--- config.mk ---
export PLATFORM = sky130hd
export DESIGN_NAME = hja_debug_top
export DESIGN_NICKNAME = d
export VERILOG_FILES = /design/src/hja_pkg.sv /design/src/hja_regfile.sv /design/src/hja_alu.sv /design/src/hja_exec_ctrl.sv /design/src/hja_led_ctrl.sv /design/src/hja_debug_top.sv
export VERILOG_INCLUDE_DIRS = /design/src /design/src/src
export SDC_FILE = /design/constraint.sdc
export NUM_CORES = 1
export LEC_CHECK = 0
export BUFFER_PORTS_ARGS = -buffer_cell sky130_fd_sc_hd__buf_2
export CAP_MARGIN = 20
export CORE_MARGIN = 3
export CORE_UTILIZATION = 35
export DETAILED_ROUTE_END_ITERATION = 6
export HOLD_SLACK_MARGIN = 0.12
export MAX_ROUTING_LAYER = met4
export PLACE_DENSITY = 0.6
export SLEW_MARGIN = 5
export SYNTH_ARGS = -nofsm -noshare
export SYNTH_HDL_FRONTEND = slang
export SYNTH_SLANG_ARGS = --single-unit
--- constraint.sdc ---
create_clock -name clk -period 4.1 [get_ports clk]
set_input_delay 0.82 -clock clk [delete_from_list [all_inputs] [get_ports clk]]
set_output_delay 0.82 -clock clk [all_outputs]
set_load 0.01 [all_outputs]
--- src/hja_consts.svh ---
`ifndef HJA_CONSTS_SVH
`define HJA_CONSTS_SVH

//////////////////////////////
// Register file geometry
//////////////////////////////

// Register address width
`define REG_ADDR_W 4

// Register and data word width
`define REG_VALUE_W 16

// Number of general registers
`define NUM_REGS 16

`endif

--- src/hja_pkg.sv ---
`include "hja_consts.svh"

package hja_pkg;

	// ALU opcodes
	typedef enum logic [3:0] {
		OP_ADD  = 4'h0,
		OP_SUB  = 4'h1,
		OP_AND  = 4'h2,
		OP_OR   = 4'h3,
		OP_XOR  = 4'h4,
		OP_SLL  = 4'h5,
		OP_SRA  = 4'h6,
		OP_MOVI = 4'h7
	} alu_op_e;

	// Execute controller states
	typedef enum logic [1:0] {
		ST_IDLE = 2'd0,
		ST_READ = 2'd1,
		ST_EXE  = 2'd2,
		ST_WB   = 2'd3
	} exec_state_e;

	typedef struct packed {
		alu_op_e                 op;
		logic [`REG_ADDR_W-1:0]  dst;
		logic [`REG_ADDR_W-1:0]  src1;
		logic [`REG_ADDR_W-1:0]  src2;
		logic [`REG_VALUE_W-1:0] imm;
	} exec_cmd_t;

	typedef struct packed {
		logic                    en;
		logic [`REG_ADDR_W-1:0]  addr;
		logic [`REG_VALUE_W-1:0] value;
	} reg_wr_t;

	// Execute stage view for the LED selector
	typedef struct packed {
		logic [`REG_ADDR_W-1:0]  rd_addr1;
		logic [`REG_ADDR_W-1:0]  rd_addr2;
		reg_wr_t                 last_wr;
		logic [`REG_VALUE_W-1:0] op1;
		logic [`REG_VALUE_W-1:0] op2;
		logic [`REG_VALUE_W-1:0] res;
		logic                    zero;
		logic                    busy;
		logic                    done;
		exec_state_e             state;
	} exe_probe_t;

endpackage

--- src/hja_regfile.sv ---
`timescale 1ns/10ps
`include "hja_consts.svh"

module hja_regfile (
	input  logic                                   clk,
	input  logic                                   reset,
	input  logic [`REG_ADDR_W-1:0]                 rd_addr1,
	input  logic [`REG_ADDR_W-1:0]                 rd_addr2,
	output logic [`REG_VALUE_W-1:0]                rd_value1,
	output logic [`REG_VALUE_W-1:0]                rd_value2,
	input  hja_pkg::reg_wr_t                       wr,
	output logic [`NUM_REGS*`REG_VALUE_W-1:0]      reg_debug_out
);

	logic [`REG_VALUE_W-1:0] regs [`NUM_REGS];

	//////////////////////////////
	// Write port
	//////////////////////////////

	always_ff @(posedge clk) begin
		if (reset) begin
			for (int i = 0; i < `NUM_REGS; i++) begin
				regs[i] <= '0;
			end
		end else if (wr.en) begin
			regs[wr.addr] <= wr.value;
		end
	end

	// Read ports without bypass
	assign rd_value1 = regs[rd_addr1];
	assign rd_value2 = regs[rd_addr2];

	// Register 0 sits in the lowest word
	always_comb begin
		for (int i = 0; i < `NUM_REGS; i++) begin
			reg_debug_out[i*`REG_VALUE_W +: `REG_VALUE_W] = regs[i];
		end
	end

	a_wr_addr_known: assert property (
		@(posedge clk) disable iff (reset)
		wr.en |-> !$isunknown(wr.addr)
	) else $error("register write with unknown address");

endmodule

--- src/hja_alu.sv ---
`timescale 1ns/10ps
`include "hja_consts.svh"

module hja_alu (
	input  hja_pkg::alu_op_e         op,
	input  logic [`REG_VALUE_W-1:0]  op1,
	input  logic [`REG_VALUE_W-1:0]  op2,
	input  logic [`REG_VALUE_W-1:0]  imm,
	output logic [`REG_VALUE_W-1:0]  res,
	output logic                     zero
);

	import hja_pkg::*;

	// Shift amount from the low nibble of operand 2
	logic [3:0] shamt;

	assign shamt = op2[3:0];

	always_comb begin
		case (op)
			OP_ADD:  res = op1 + op2;
			OP_SUB:  res = op1 - op2;
			OP_AND:  res = op1 & op2;
			OP_OR:   res = op1 | op2;
			OP_XOR:  res = op1 ^ op2;
			OP_SLL:  res = op1 << shamt;
			OP_SRA:  res = $signed(op1) >>> shamt;
			OP_MOVI: res = imm;
			default: res = '0;
		endcase
	end

	assign zero = (res == '0);

endmodule

--- src/hja_exec_ctrl.sv ---
`timescale 1ns/10ps
`include "hja_consts.svh"

module hja_exec_ctrl (
	input  logic                     clk,
	input  logic                     reset,
	input  logic                     cmd_valid,
	input  hja_pkg::exec_cmd_t       cmd,
	output logic                     busy,
	output logic                     done,
	output logic [`REG_ADDR_W-1:0]   rd_addr1,
	output logic [`REG_ADDR_W-1:0]   rd_addr2,
	input  logic [`REG_VALUE_W-1:0]  rd_value1,
	input  logic [`REG_VALUE_W-1:0]  rd_value2,
	output hja_pkg::alu_op_e         alu_op,
	output logic [`REG_VALUE_W-1:0]  alu_op1,
	output logic [`REG_VALUE_W-1:0]  alu_op2,
	output logic [`REG_VALUE_W-1:0]  alu_imm,
	input  logic [`REG_VALUE_W-1:0]  alu_res,
	input  logic                     alu_zero,
	output hja_pkg::reg_wr_t         wr,
	output hja_pkg::exe_probe_t      probe
);

	import hja_pkg::*;

	exec_state_e             state;
	exec_cmd_t               cmd_q;
	logic [`REG_VALUE_W-1:0] op1_q;
	logic [`REG_VALUE_W-1:0] op2_q;
	logic [`REG_VALUE_W-1:0] res_q;
	logic                    zero_q;
	logic                    done_q;
	reg_wr_t                 last_wr;

	//////////////////////////////
	// State machine
	//////////////////////////////

	always_ff @(posedge clk) begin
		if (reset) begin
			state   <= ST_IDLE;
			done_q  <= 1'b0;
			last_wr <= '0;
		end else begin
			done_q <= 1'b0;
			case (state)
				ST_IDLE: if (cmd_valid) state <= ST_READ;
				ST_READ: state <= ST_EXE;
				ST_EXE:  state <= ST_WB;
				ST_WB: begin
					state   <= ST_IDLE;
					done_q  <= 1'b1;
					last_wr <= wr;
				end
			endcase
		end
	end

	// Command, operands and result
	always_ff @(posedge clk) begin
		if (state == ST_IDLE && cmd_valid)
			cmd_q <= cmd;
		if (state == ST_READ) begin
			op1_q <= rd_value1;
			op2_q <= rd_value2;
		end
		if (state == ST_EXE) begin
			res_q  <= alu_res;
			zero_q <= alu_zero;
		end
	end

	assign busy     = (state != ST_IDLE);
	assign done     = done_q;
	assign rd_addr1 = cmd_q.src1;
	assign rd_addr2 = cmd_q.src2;
	assign alu_op   = cmd_q.op;
	assign alu_op1  = op1_q;
	assign alu_op2  = op2_q;
	assign alu_imm  = cmd_q.imm;

	// Writeback lands on the WB to IDLE edge
	always_comb begin
		wr.en    = (state == ST_WB);
		wr.addr  = cmd_q.dst;
		wr.value = res_q;
	end

	always_comb begin
		probe.rd_addr1 = cmd_q.src1;
		probe.rd_addr2 = cmd_q.src2;
		probe.last_wr  = last_wr;
		probe.op1      = op1_q;
		probe.op2      = op2_q;
		probe.res      = res_q;
		probe.zero     = zero_q;
		probe.busy     = busy;
		probe.done     = done_q;
		probe.state    = state;
	end

	a_cmd_only_idle: assert property (
		@(posedge clk) disable iff (reset)
		cmd_valid |-> state == ST_IDLE
	) else $error("command strobe while controller busy");

	a_done_single: assert property (
		@(posedge clk) disable iff (reset)
		done |=> !done
	) else $error("done held for more than one cycle");

endmodule

--- src/hja_led_ctrl.sv ---
`timescale 1ns/10ps
`include "hja_consts.svh"

module hja_led_ctrl (
	input  logic [15:0]                          sw,
	input  hja_pkg::exe_probe_t                  probe,
	input  logic [`NUM_REGS*`REG_VALUE_W-1:0]    reg_debug_out,
	output logic [15:0]                          led_data
);

	logic [7:0]              sel;
	logic [`REG_ADDR_W-1:0]  reg_idx;
	logic [`REG_VALUE_W-1:0] reg_view;

	assign sel = sw[15:8];

	// 8'h3F is register 0, 8'h30 is register 15
	assign reg_idx  = ~sel[3:0];
	assign reg_view = reg_debug_out[reg_idx*`REG_VALUE_W +: `REG_VALUE_W];

	//////////////////////////////
	// View selector
	//////////////////////////////

	always_comb begin
		case (sel)
			8'h00: led_data = {probe.busy, 1'b0, probe.done, 11'b0, probe.state};
			8'h06: led_data = {probe.last_wr.addr, probe.rd_addr1,
				probe.rd_addr2, probe.last_wr.addr};
			8'h07: led_data = probe.last_wr.value;
			8'h08: led_data = probe.op1;
			8'h09: led_data = probe.op2;
			8'h18: led_data = {probe.last_wr.en, 3'b0, probe.zero, 3'b0,
				probe.last_wr.addr, 4'b0};
			8'h1B: led_data = probe.res;
			default: begin
				// Register window 8'h30 to 8'h3F
				if (sel[7:4] == 4'h3)
					led_data = reg_view;
				else
					led_data = sw;
			end
		endcase
	end

endmodule

--- src/hja_debug_top.sv ---
`timescale 1ns/10ps
`include "hja_consts.svh"

module hja_debug_top (
	input  logic                clk,
	input  logic                reset,
	input  logic                cmd_valid,
	input  hja_pkg::exec_cmd_t  cmd,
	output logic                busy,
	output logic                done,
	input  logic [15:0]         sw,
	output logic [15:0]         led_data
);

	import hja_pkg::*;

	logic [`REG_ADDR_W-1:0]               rd_addr1;
	logic [`REG_ADDR_W-1:0]               rd_addr2;
	logic [`REG_VALUE_W-1:0]              rd_value1;
	logic [`REG_VALUE_W-1:0]              rd_value2;
	alu_op_e                              alu_op;
	logic [`REG_VALUE_W-1:0]              alu_op1;
	logic [`REG_VALUE_W-1:0]              alu_op2;
	logic [`REG_VALUE_W-1:0]              alu_imm;
	logic [`REG_VALUE_W-1:0]              alu_res;
	logic                                 alu_zero;
	reg_wr_t                              wr;
	exe_probe_t                           probe;
	logic [`NUM_REGS*`REG_VALUE_W-1:0]    reg_debug_out;

	hja_exec_ctrl ctrl0 (
		.clk(clk), .reset(reset), .cmd_valid(cmd_valid), .cmd(cmd),
		.busy(busy), .done(done),
		.rd_addr1(rd_addr1), .rd_addr2(rd_addr2),
		.rd_value1(rd_value1), .rd_value2(rd_value2),
		.alu_op(alu_op), .alu_op1(alu_op1), .alu_op2(alu_op2), .alu_imm(alu_imm),
		.alu_res(alu_res), .alu_zero(alu_zero),
		.wr(wr), .probe(probe)
	);

	hja_regfile regs0 (
		.clk(clk), .reset(reset),
		.rd_addr1(rd_addr1), .rd_addr2(rd_addr2),
		.rd_value1(rd_value1), .rd_value2(rd_value2),
		.wr(wr), .reg_debug_out(reg_debug_out)
	);

	hja_alu alu0 (
		.op(alu_op), .op1(alu_op1), .op2(alu_op2), .imm(alu_imm),
		.res(alu_res), .zero(alu_zero)
	);

	hja_led_ctrl leds0 (
		.sw(sw), .probe(probe), .reg_debug_out(reg_debug_out), .led_data(led_data)
	);

endmodule

**Word-level counts from Yosys, hierarchy flattened**

Memory sizes are Yosys's and may differ from the RTL's. A register that Yosys moved wholly into a read port is not among the register bits.
Cells that the tools add are included.

- Register bits after elaboration: 73
- Bits in latches: 0
- Bits in writable memories: 256
- Memory bits (read-only): 0
- Input port bits: 51
- Output and inout port bits: 18
- Logic and storage cells: 60
- Memories kept: 1

- Add/sub/neg operators: 2
- Multiply operators: 0
- Divide/modulo/power cells: 0
- $lt $le $gt $ge: 0
- Eq/ne operators: 18
- Shift operators: 3
- Multiplexer cells: 13
- Bitwise gates (word level): 4
- Reductions and logical operators: 7

Memory list:

| name | words | bits a word | rd ports | clocked after memory_dff | write ports | RTL line | text |
|---|---|---|---|---|---|---|---|
| regs0.regs | 16 | 16 | 18 | 2 | 16 | hja_regfile.sv:15 | `` logic [`REG_VALUE_W-1:0] regs [`NUM_REGS]; `` |

Operators by type and width:

| cell | count |
|---|---|
| 256-bit by 9-bit variable part select with 16-bit output | 1 |
| 16-bit case mux with 8 select lines | 1 |
| 16-bit case mux with 7 select lines | 1 |
| 16-bit two-way mux | 2 |
| 16-bit adder | 1 |
| 16-bit AND | 1 |
| 4-bit by 3-bit equality test with 1-bit output, second input constant | 4 |
| 8-bit by 3-bit equality test with 1-bit output, second input constant | 2 |
| 8-bit by 4-bit equality test with 1-bit output, second input constant | 2 |
| 8-bit by 5-bit equality test with 1-bit output, second input constant | 2 |
| 16-bit logical NOT | 1 |
| 16-bit OR | 1 |
| 16-bit OR reduction | 1 |
| 16-bit by 4-bit left shift with 16-bit output | 1 |
| 16-bit by 4-bit >>> shifter with 16-bit output | 1 |
| 16-bit subtractor | 1 |
| 16-bit XOR | 1 |
| 4-bit by 2-bit equality test with 1-bit output, second input constant | 3 |
| 8-bit logical NOT | 1 |
| 2-bit case mux with 4 select lines | 1 |
| 1-bit two-way mux | 6 |
| 2-bit equality test, second input constant | 2 |
| 4-bit by 1-bit equality test with 1-bit output, second input constant | 1 |
| 4-bit logical NOT | 1 |
| 8 further kinds | 8 |

**Depth between registers and ports, before layout**

Gate-level depths: netlist of run 1.

- Word-level depth: 6
- Mapped depth: 19
- Gate-level depth less buffers: 15

**Cells and area by module**

From an unflattened synthesis of run 1, not the netlist that was laid out.

- Cell total of the unflattened synthesis: 1,973
- Area total of the unflattened synthesis: 24,462.2 um2

Modules (own cells, without submodules):

| module | times used | cells each | area each (um2) |
|---|---|---|---|
| hja_regfile | 1 | 859 | 13,414.1 |
| hja_alu | 1 | 563 | 3,980.1 |
| hja_exec_ctrl | 1 | 228 | 3,829.9 |
| hja_led_ctrl | 1 | 323 | 3,238.1 |

**Worst setup path before layout of run 1**

OpenSTA, ideal clock, no wires.

- Path kind: register to register
- Start: register ctrl0.op2_q[1], in the netlist ctrl0.alu_op2[1] (read register of regs0.regs)
- End: register ctrl0.zero_q (data pin)
- Arrival: 4,076 ps
- Required time: 3,950 ps
- Slack: -125 ps
- Stages on the path, launching flop included: 20
- Path buffers: 4
- Clock period less this slack: 4,225 ps
- Path through: edfxtp_1 > buf_2 > inv_1 > buf_2 > buf_1 > ha_1 > nand4_1 > nor3b_1 > nor2_1 > xnor2_1 > ha_1 > clkbuf_1 > a21oi_1 > nor2_1 > a211o_1 > a21o_1 > a221oi_1 > xnor2_1 > a2111o_1 > nor3_2

- Word-level cells in the longest chain between the ends: 3
- Elaborated cells between the ends (all ways): 9

Ends and longest elaborated chain:

| item | RTL line | text |
|---|---|---|
| start: declaration | hja_exec_ctrl.sv:30 | `` logic [`REG_VALUE_W-1:0] op2_q; `` |
| 16-bit subtractor (tied with other cells) | hja_alu.sv:23 | `OP_SUB: res = op1 - op2;` |
| 16-bit case mux with 8 select lines (*) | hja_alu.sv:21 | `case (op)` |
| 16-bit logical NOT (*) | hja_alu.sv:34 | `assign zero = (res == '0);` |
| named net alu0.zero | hja_alu.sv:10 | `output logic zero` |
| end signal: assignment | hja_exec_ctrl.sv:70 | `zero_q <= alu_zero;` |
| end: declaration | hja_exec_ctrl.sv:32 | `logic zero_q;` |

The timed path passes the listed nets; every way through them passes the cells marked *.
A chain may end at the register's enable or synchronous reset.

**Final worst setup path of run 1**

- Start: input port sw[9]
- End: output port led_data[5]

- Word-level cells in the longest chain between the ends: 4
- Elaborated cells between the ends (all ways): 11

Ends and longest elaborated chain:

| item | RTL line | text |
|---|---|---|
| start: declaration | hja_debug_top.sv:11 | `input logic [15:0] sw,` |
| 4-bit inverter | hja_led_ctrl.sv:18 | `assign reg_idx = ~sel[3:0];` |
| 256-bit by 9-bit variable part select with 16-bit output | hja_led_ctrl.sv:19 | `` assign reg_view = reg_debug_out[reg_idx*`REG_VALUE_W +: `REG_VALUE_W]; `` |
| 16-bit two-way mux | hja_led_ctrl.sv:38 | `if (sel[7:4] == 4'h3)` |
| 16-bit case mux with 7 select lines (*) | hja_led_ctrl.sv:26 | `case (sel)` |
| end: declaration | hja_debug_top.sv:12 | `output logic [15:0] led_data` |

Every way passes the cells marked *; elsewhere a longest branch is shown, timed or not.

==> impl_metrics.json, run 1 <==
{
  "dpl-instance-area_um2": 25020,
  "clk_path_buf_depth": 3,
  "ys_seq_area_share_pct": 45.87,
  "finClkSkew_ns": 0.01672,
  "drv_slew": 0,
  "hp-class": "in -> reg",
  "postSynthAreaPerCell_um2": 13.67,
  "final_core_util_pct": 40.89,
  "yosys.area.top_type": "edfxtp_1",
  "syn_inst": 1691,
  "cp-end-kind": "output port",
  "synth-seq-cells": 361,
  "maxCapViolCount": 0,
  "critPathMaxFanout": 23,
  "fp-row-count": 93,
  "criticalPathCategory": "in -> out",
  "syn_nets": 1797,
  "portBuffers": 68,
  "synth_warnings": 0,
  "fin_nets": 1893,
  "antenna_found_initial": 5,
  "period_share_pct": 96.39,
  "vias": 16671,
  "async_reset_ff_share_pct": 0,
  "detail-route-antenna-nets": 0,
  "numCtsBuffers": 43,
  "ios": 69,
  "h-tree-depth": 2,
  "finalInstanceArea_um2": 26550,
  "synth_area_leaders": "edfxtp_1 44%, mux4_2 24%, and2_1 7.1%",
  "critPathMaxStageDelay_ns": 0.53,
  "die_x_um": 263.0,
  "relSlewSlack_pct": 28.15,
  "drive_gt1_share_pct": 30.55,
  "tritoncts": "built",
  "leakagePower_nw": 9.571,
  "post_cts_resized": 0,
  "status": "finished, final reports clean",
  "layout_min_cycle_time_ns": 3.952,
  "crit_arrival_ns": 3.13,
  "core_um2": 64930,
  "place.gp.congestion": 0.9839,
  "synthFlopType": "edfxtp_1",
  "grt_start_max_net_pins": 66,
  "cts_sinks": 361,
  "post-dp-hpwl_mm": 57.37,
  "ir_drop_mv": 0.2747,
  "synth_edf_count": 337,
  "cts_setup_buffers": 0,
  "clk_latency_ns": 0.58,
  "dieArea_um2": 69150,
  "cts_hold_buffers": 0,
  "drc_errors": 0,
  "fin_hold_ws_ns": 0.4141,
  "clock-root-buffer": "clkbuf_16",
  "area_delta_synth_final_pct": 14.87,
  "powerDensity_nw_per_um2": 548.0,
  "grt_pass1_vias": 16681,
  "cts.clk_slew.worst_paths_ns": 0.06,
  "grt_usage_pct": 24.49,
  "wl_per_cell_um": 31.24,
  "finalHoldViolCount": 0,
  "cp.required_ns": 3.28,
  "critPathSlowestCell": "mux4_2",
  "grt_remaining_overflow": 0,
  "worst_pin_slew_ns": 1.064,
  "yosysTopAreaCellShare_pct": 43.79,
  "cp_cell_sequence": "buf_4, buf_4, mux4_2, mux4_2, mux2i_1, o2111ai_1, buf_2",
  "vias_per_cell": 6.227,
  "start_util_pct": 35.59,
  "drtPass1Iterations": 5,
  "place_ws_ns": 0.08250,
  "synth.cell_area_um2": 23110,
  "die-height_um": 263.0,
  "finalSetupViolCount": 0,
  "layout_setup_ws_ns": 0.1479,
  "cp-start-kind": "input port",
  "first_iter_violations": 2367,
  "synth_cell_types": 71,
  "fill_cells": 6014,
  "grt_pass1_wl_mm": 120.3,
  "wirelength_mm": 83.62,
  "timing.fmax_mhz": 253.0
}
[per-stage QoR]
step            TNS (ns)  power, mW  instances
2_1_floorplan          0      8.271       1691
3_3_place_gp           0      10.49       2597
3_5_place_dp           0      10.46       2597
4_1_cts                0      14.52       2675
5_1_grt        -0.007474      15.16       2677
6_report               0      14.55       2677
[flip-flops by register name, indices dropped and copies added (netlist names)]
| register | flops |
|---|---|
| ctrl0.res_q | 16 |
| ctrl0.rd_addr1 | 4 |
| ctrl0.state | 2 |
| regs0.regs | 256 |
| ctrl0.rd_addr2 | 4 |
| ctrl0.probe | 21 |
| ctrl0.alu_op | 4 |
| ctrl0.alu_op2 | 16 |
| ctrl0.alu_imm | 16 |
| ctrl0.wr | 4 |
| ctrl0.alu_op1 | 16 |
| ctrl0.done | 1 |
| ctrl0.zero_q | 1 |
[worst max-delay path, delay by kind of cell]
kind,cells,cell delay (ns)
AO/OA/AOI/OAI,1,0.28
buffers and inverters,3,0.98
multiplexers,3,1.03
[where the power goes]
part	internal (mW)	leakage (nW)	switching (mW)	total (mW)
Sequential	4.53	3.60	0.705	5.23
Combinational	2.30	5.27	2.97	5.28
Clock	2.38	0.693	1.66	4.03
Total	9.21	9.57	5.34	14.5
[per-layer routing]
layer  up-vias  wire length, um  track usage, %
met5         -                0               -
met4         0             4396           11.03
met3       225             7646           4.372
met2      1027            39360           38.66
met1      8541            32220           30.92
li1       6878                -               -
[logic make-up after synthesis]
group / synth area share [%]
AND/OR/NAND/NOR: 12.84
flip-flops: 45.87
multiplexers: 27.49
XOR/XNOR: 0.7958
buffers and inverters: 3.113
adder cells (fa/ha/maj): 3.010
AO/OA/AOI/OAI: 6.881
[path summary, 6_finish.rpt]
kind                                  startpoint           endpoint  slack (ns)  cells after the start
worst max-delay path                       sw[9]        led_data[5]        0.15                      7
worst min-delay path                     cmd[21]  ctrl0.rd_addr1[1]        0.41                      1
worst max register to register  ctrl0.alu_op2[0]       ctrl0.zero_q        0.22                     14
worst min register to register   ctrl0.probe[73]    ctrl0.probe[73]        0.48                      2
[synth_stat cells, types with 6 or more instances]
| cell type | n |
|---|---|
| nor2_1 | 89 |
| edfxtp_1 | 337 |
| buf_2 | 14 |
| o32ai_1 | 6 |
| a22oi_1 | 43 |
| a211o_1 | 7 |
| inv_1 | 44 |
| dfxtp_1 | 24 |
| a31oi_1 | 6 |
| nand3b_1 | 8 |
| nor2b_1 | 11 |
| o21ai_0 | 31 |
| o22ai_1 | 6 |
| a211oi_1 | 15 |
| o211ai_1 | 12 |
| ha_1 | 54 |
| buf_1 | 34 |
| and2_1 | 261 |
| mux2_2 | 15 |
| o2111ai_1 | 12 |
| nand2b_1 | 15 |
| clkbuf_1 | 88 |
| or2_2 | 17 |
| xnor2_1 | 16 |
| nor3b_1 | 7 |
| a222oi_1 | 7 |
| mux2i_1 | 64 |
| a21oi_1 | 36 |
| nand3_1 | 10 |
| nor4_1 | 7 |
| mux4_2 | 245 |
| nand2_1 | 40 |
| nor3_1 | 23 |
[placed cells by master (no fill, tap or decap), types with 12 or more instances in the layout]
cell type and instances:
buf_4 114, mux4_2 245, nand2_1 40, nand2b_1 15, xnor2_1 16, o211ai_1 12, a211oi_1 15, mux2_2 15
inv_1 44, a22oi_1 43, edfxtp_1 337, o21ai_0 30, ha_1 54, or2_2 17, buf_2 66, mux2i_1 64
a21oi_1 35, clkbuf_16 43, and2_1 260, nor3_1 16, nor2_1 89, dfxtp_1 24
[layout make-up]
class                           instances  area (um^2)  share of cell area (%)
Antenna cell                            2        5.005                 0.01885
Clock buffer                           50         1132                   4.265
Clock inverter                         28        341.6                   1.287
Inverter                               45        168.9                  0.6363
Multi-Input combinational cell       1147        11870                   44.72
Sequential cell                       361        10600                   39.93
Tap cell                              855         1070                   4.030
Timing Repair Buffer                  189         1358                   5.114
Power figures use the tool's default switching activity.
==> inputs of run 2 (changes only) <==
MAX_ROUTING_LAYER = unset   (was met4)
SETUP_SLACK_MARGIN = 0.15   (was unset)
==> run 2 against run 1 <==
Compared with the run above:
- fmax is 1.5% higher
- die area unchanged
- utilization is 0.22 points lower
- flip-flop and latch count is the same
- sequential share of layout area grew 0.22 points
- critical path depth stayed put
- combinational power decreased by 2%
- clock-buffer cell count is 5 higher
- worst setup slack improved by 0.057 ns
- worst hold slack gained 0.00062 ns
- sequential power is essentially flat
- clock skew up 0.0025 ns
- critical path type unchanged
- highest routed layer is now met5
==> impl_metrics.json, run 2 (synthesis gave the netlist of run 1 again) <==
{
  "status": "finished, final reports clean",
  "final_core_util_pct": 40.67,
  "wl_met2_mm": 38.73,
  "hp-class": "in -> reg",
  "largest_register": "regs0.regs",
  "layout_min_cycle_time_ns": 3.895,
  "place.gp.congestion": 0.9469,
  "finalHoldViolCount": 0,
  "wirelength_mm": 82.16,
  "r2r_slack_ns": 0.26,
  "critPathMaxFanout": 8,
  "finalSetupViolCount": 0,
  "routed-wl-met3_mm": 8.515,
  "fp-row-count": 93,
  "antenna_found_initial": 7,
  "final_common_cell": "edfxtp_1",
  "highest_layer": "met5",
  "clk_path_buf_depth": 3,
  "dpl-instance-area_um2": 24940,
  "die_x_um": 263.0,
  "cp-start-kind": "input port",
  "criticalPathCategory": "in -> out",
  "start_util_pct": 35.59,
  "fin_nets": 1885,
  "detail-route-antenna-nets": 0,
  "post-dp-hpwl_mm": 55.14,
  "relSlewSlack_pct": 33.65,
  "grt_usage_pct": 23.33,
  "wl_per_cell_um": 30.79,
  "cts_hold_buffers": 0,
  "numCtsBuffers": 43,
  "rsz0062_at_grt": "true",
  "dieArea_um2": 69150,
  "cts.clk_slew.worst_paths_ns": 0.06,
  "clk_latency_ns": 0.59,
  "cp-end-kind": "output port",
  "ir_drop_mv": 0.2789,
  "largest_reg_flops": 256,
  "drc_errors": 0,
  "tritoncts": "built",
  "finalInstanceArea_um2": 26400,
  "timing.fmax_mhz": 256.8,
  "portBuffers": 68,
  "finClkSkew_ns": 0.01927,
  "maxCapViolCount": 0,
  "period_share_pct": 94.99,
  "area_delta_synth_final_pct": 14.25,
  "mostFrequentLayoutCells": "337 x edfxtp_1, 260 x and2_1, 245 x mux4_2, 107 x buf_4, 88 x nor2_1",
  "worst_pin_slew_ns": 0.9953,
  "cp.required_ns": 3.28,
  "met1Wirelength_mm": 30.93,
  "vias_per_cell": 6.246,
  "grt_remaining_overflow": 0,
  "core_um2": 64930,
  "crit_arrival_ns": 3.07,
  "cts_sinks": 361,
  "die-height_um": 263.0,
  "drv_slew": 0,
  "first_iter_violations": 2195,
  "powerDensity_nw_per_um2": 534.5,
  "grt_pass1_vias": 16716,
  "leakagePower_nw": 9.498,
  "ios": 69,
  "h-tree-depth": 2,
  "finalPower_mw": 14.11,
  "clock-root-buffer": "clkbuf_16",
  "grt_pass1_wl_mm": 118.3,
  "grt_start_max_net_pins": 66,
  "drive_gt1_share_pct": 30.37,
  "drtPass1Iterations": 6,
  "vias": 16663,
  "tns_ns": 0
}
==> run 2: per-stage QoR <==
step	setup slack [ns]	hold WS, ns	std cells
2_1_floorplan	0.1559	0.4414	1691
3_3_place_gp	0.2182	0.4557	2584
3_5_place_dp	0.2120	0.4608	2584
4_1_cts	0.1720	0.3904	2661
5_1_grt	0.1509	0.3911	2666
6_report	0.2054	0.4147	2668
==> run 2: worst paths after layout <==
check | end | from | depth (start not counted)
worst min register to register | ctrl0.probe[73] | ctrl0.probe[73] | 2
worst max register to register | ctrl0.zero_q | ctrl0.alu_op[1] | 13
worst min-delay path | ctrl0.alu_imm[1] | cmd[1] | 1
worst max-delay path | led_data[5] | sw[8] | 7
==> run 2: cell type report <==
type | count | area [um^2]
clock inverters | 22 | 205.2
multi-input cells | 1147 | 11920
inverters | 45 | 168.9
flip-flops and latches | 361 | 10600
fillers | 6009 | 38530
repair buffers | 181 | 1294
clock buffers | 55 | 1141
diodes | 2 | 5.005
well taps | 855 | 1070
==> run 2: where the power goes <==
| part | leakage [nW] | switching (mW) | internal, mW |
|---|---|---|---|
| Sequential | 3.60 | 0.688 | 4.53 |
| Clock | 0.653 | 1.60 | 2.11 |
| Combinational | 5.24 | 2.94 | 2.25 |
==> run 2: worst max-delay path: stages <==
cell and delay, ns:
buf_4 0.21, buf_4 0.25, mux4_2 0.53, mux4_2 0.55, mux2i_1 0.15, o2111ai_1 0.29, buf_2 0.25
==> run 2: what timing repair did <==
| item | CTS | global route |
|---|---|---|
| resized for setup | 0 | 18 |
| setup buffers | 0 | 5 |
| setup endpoints to repair | 0 | 5 |
==> run 2: layer usage <==
layer,track usage (%),vias to the layer above
li1,-,6872
met1,30.13,8473
met2,37.77,1071
met3,5.739,243
met4,9.417,4
met5,0,-
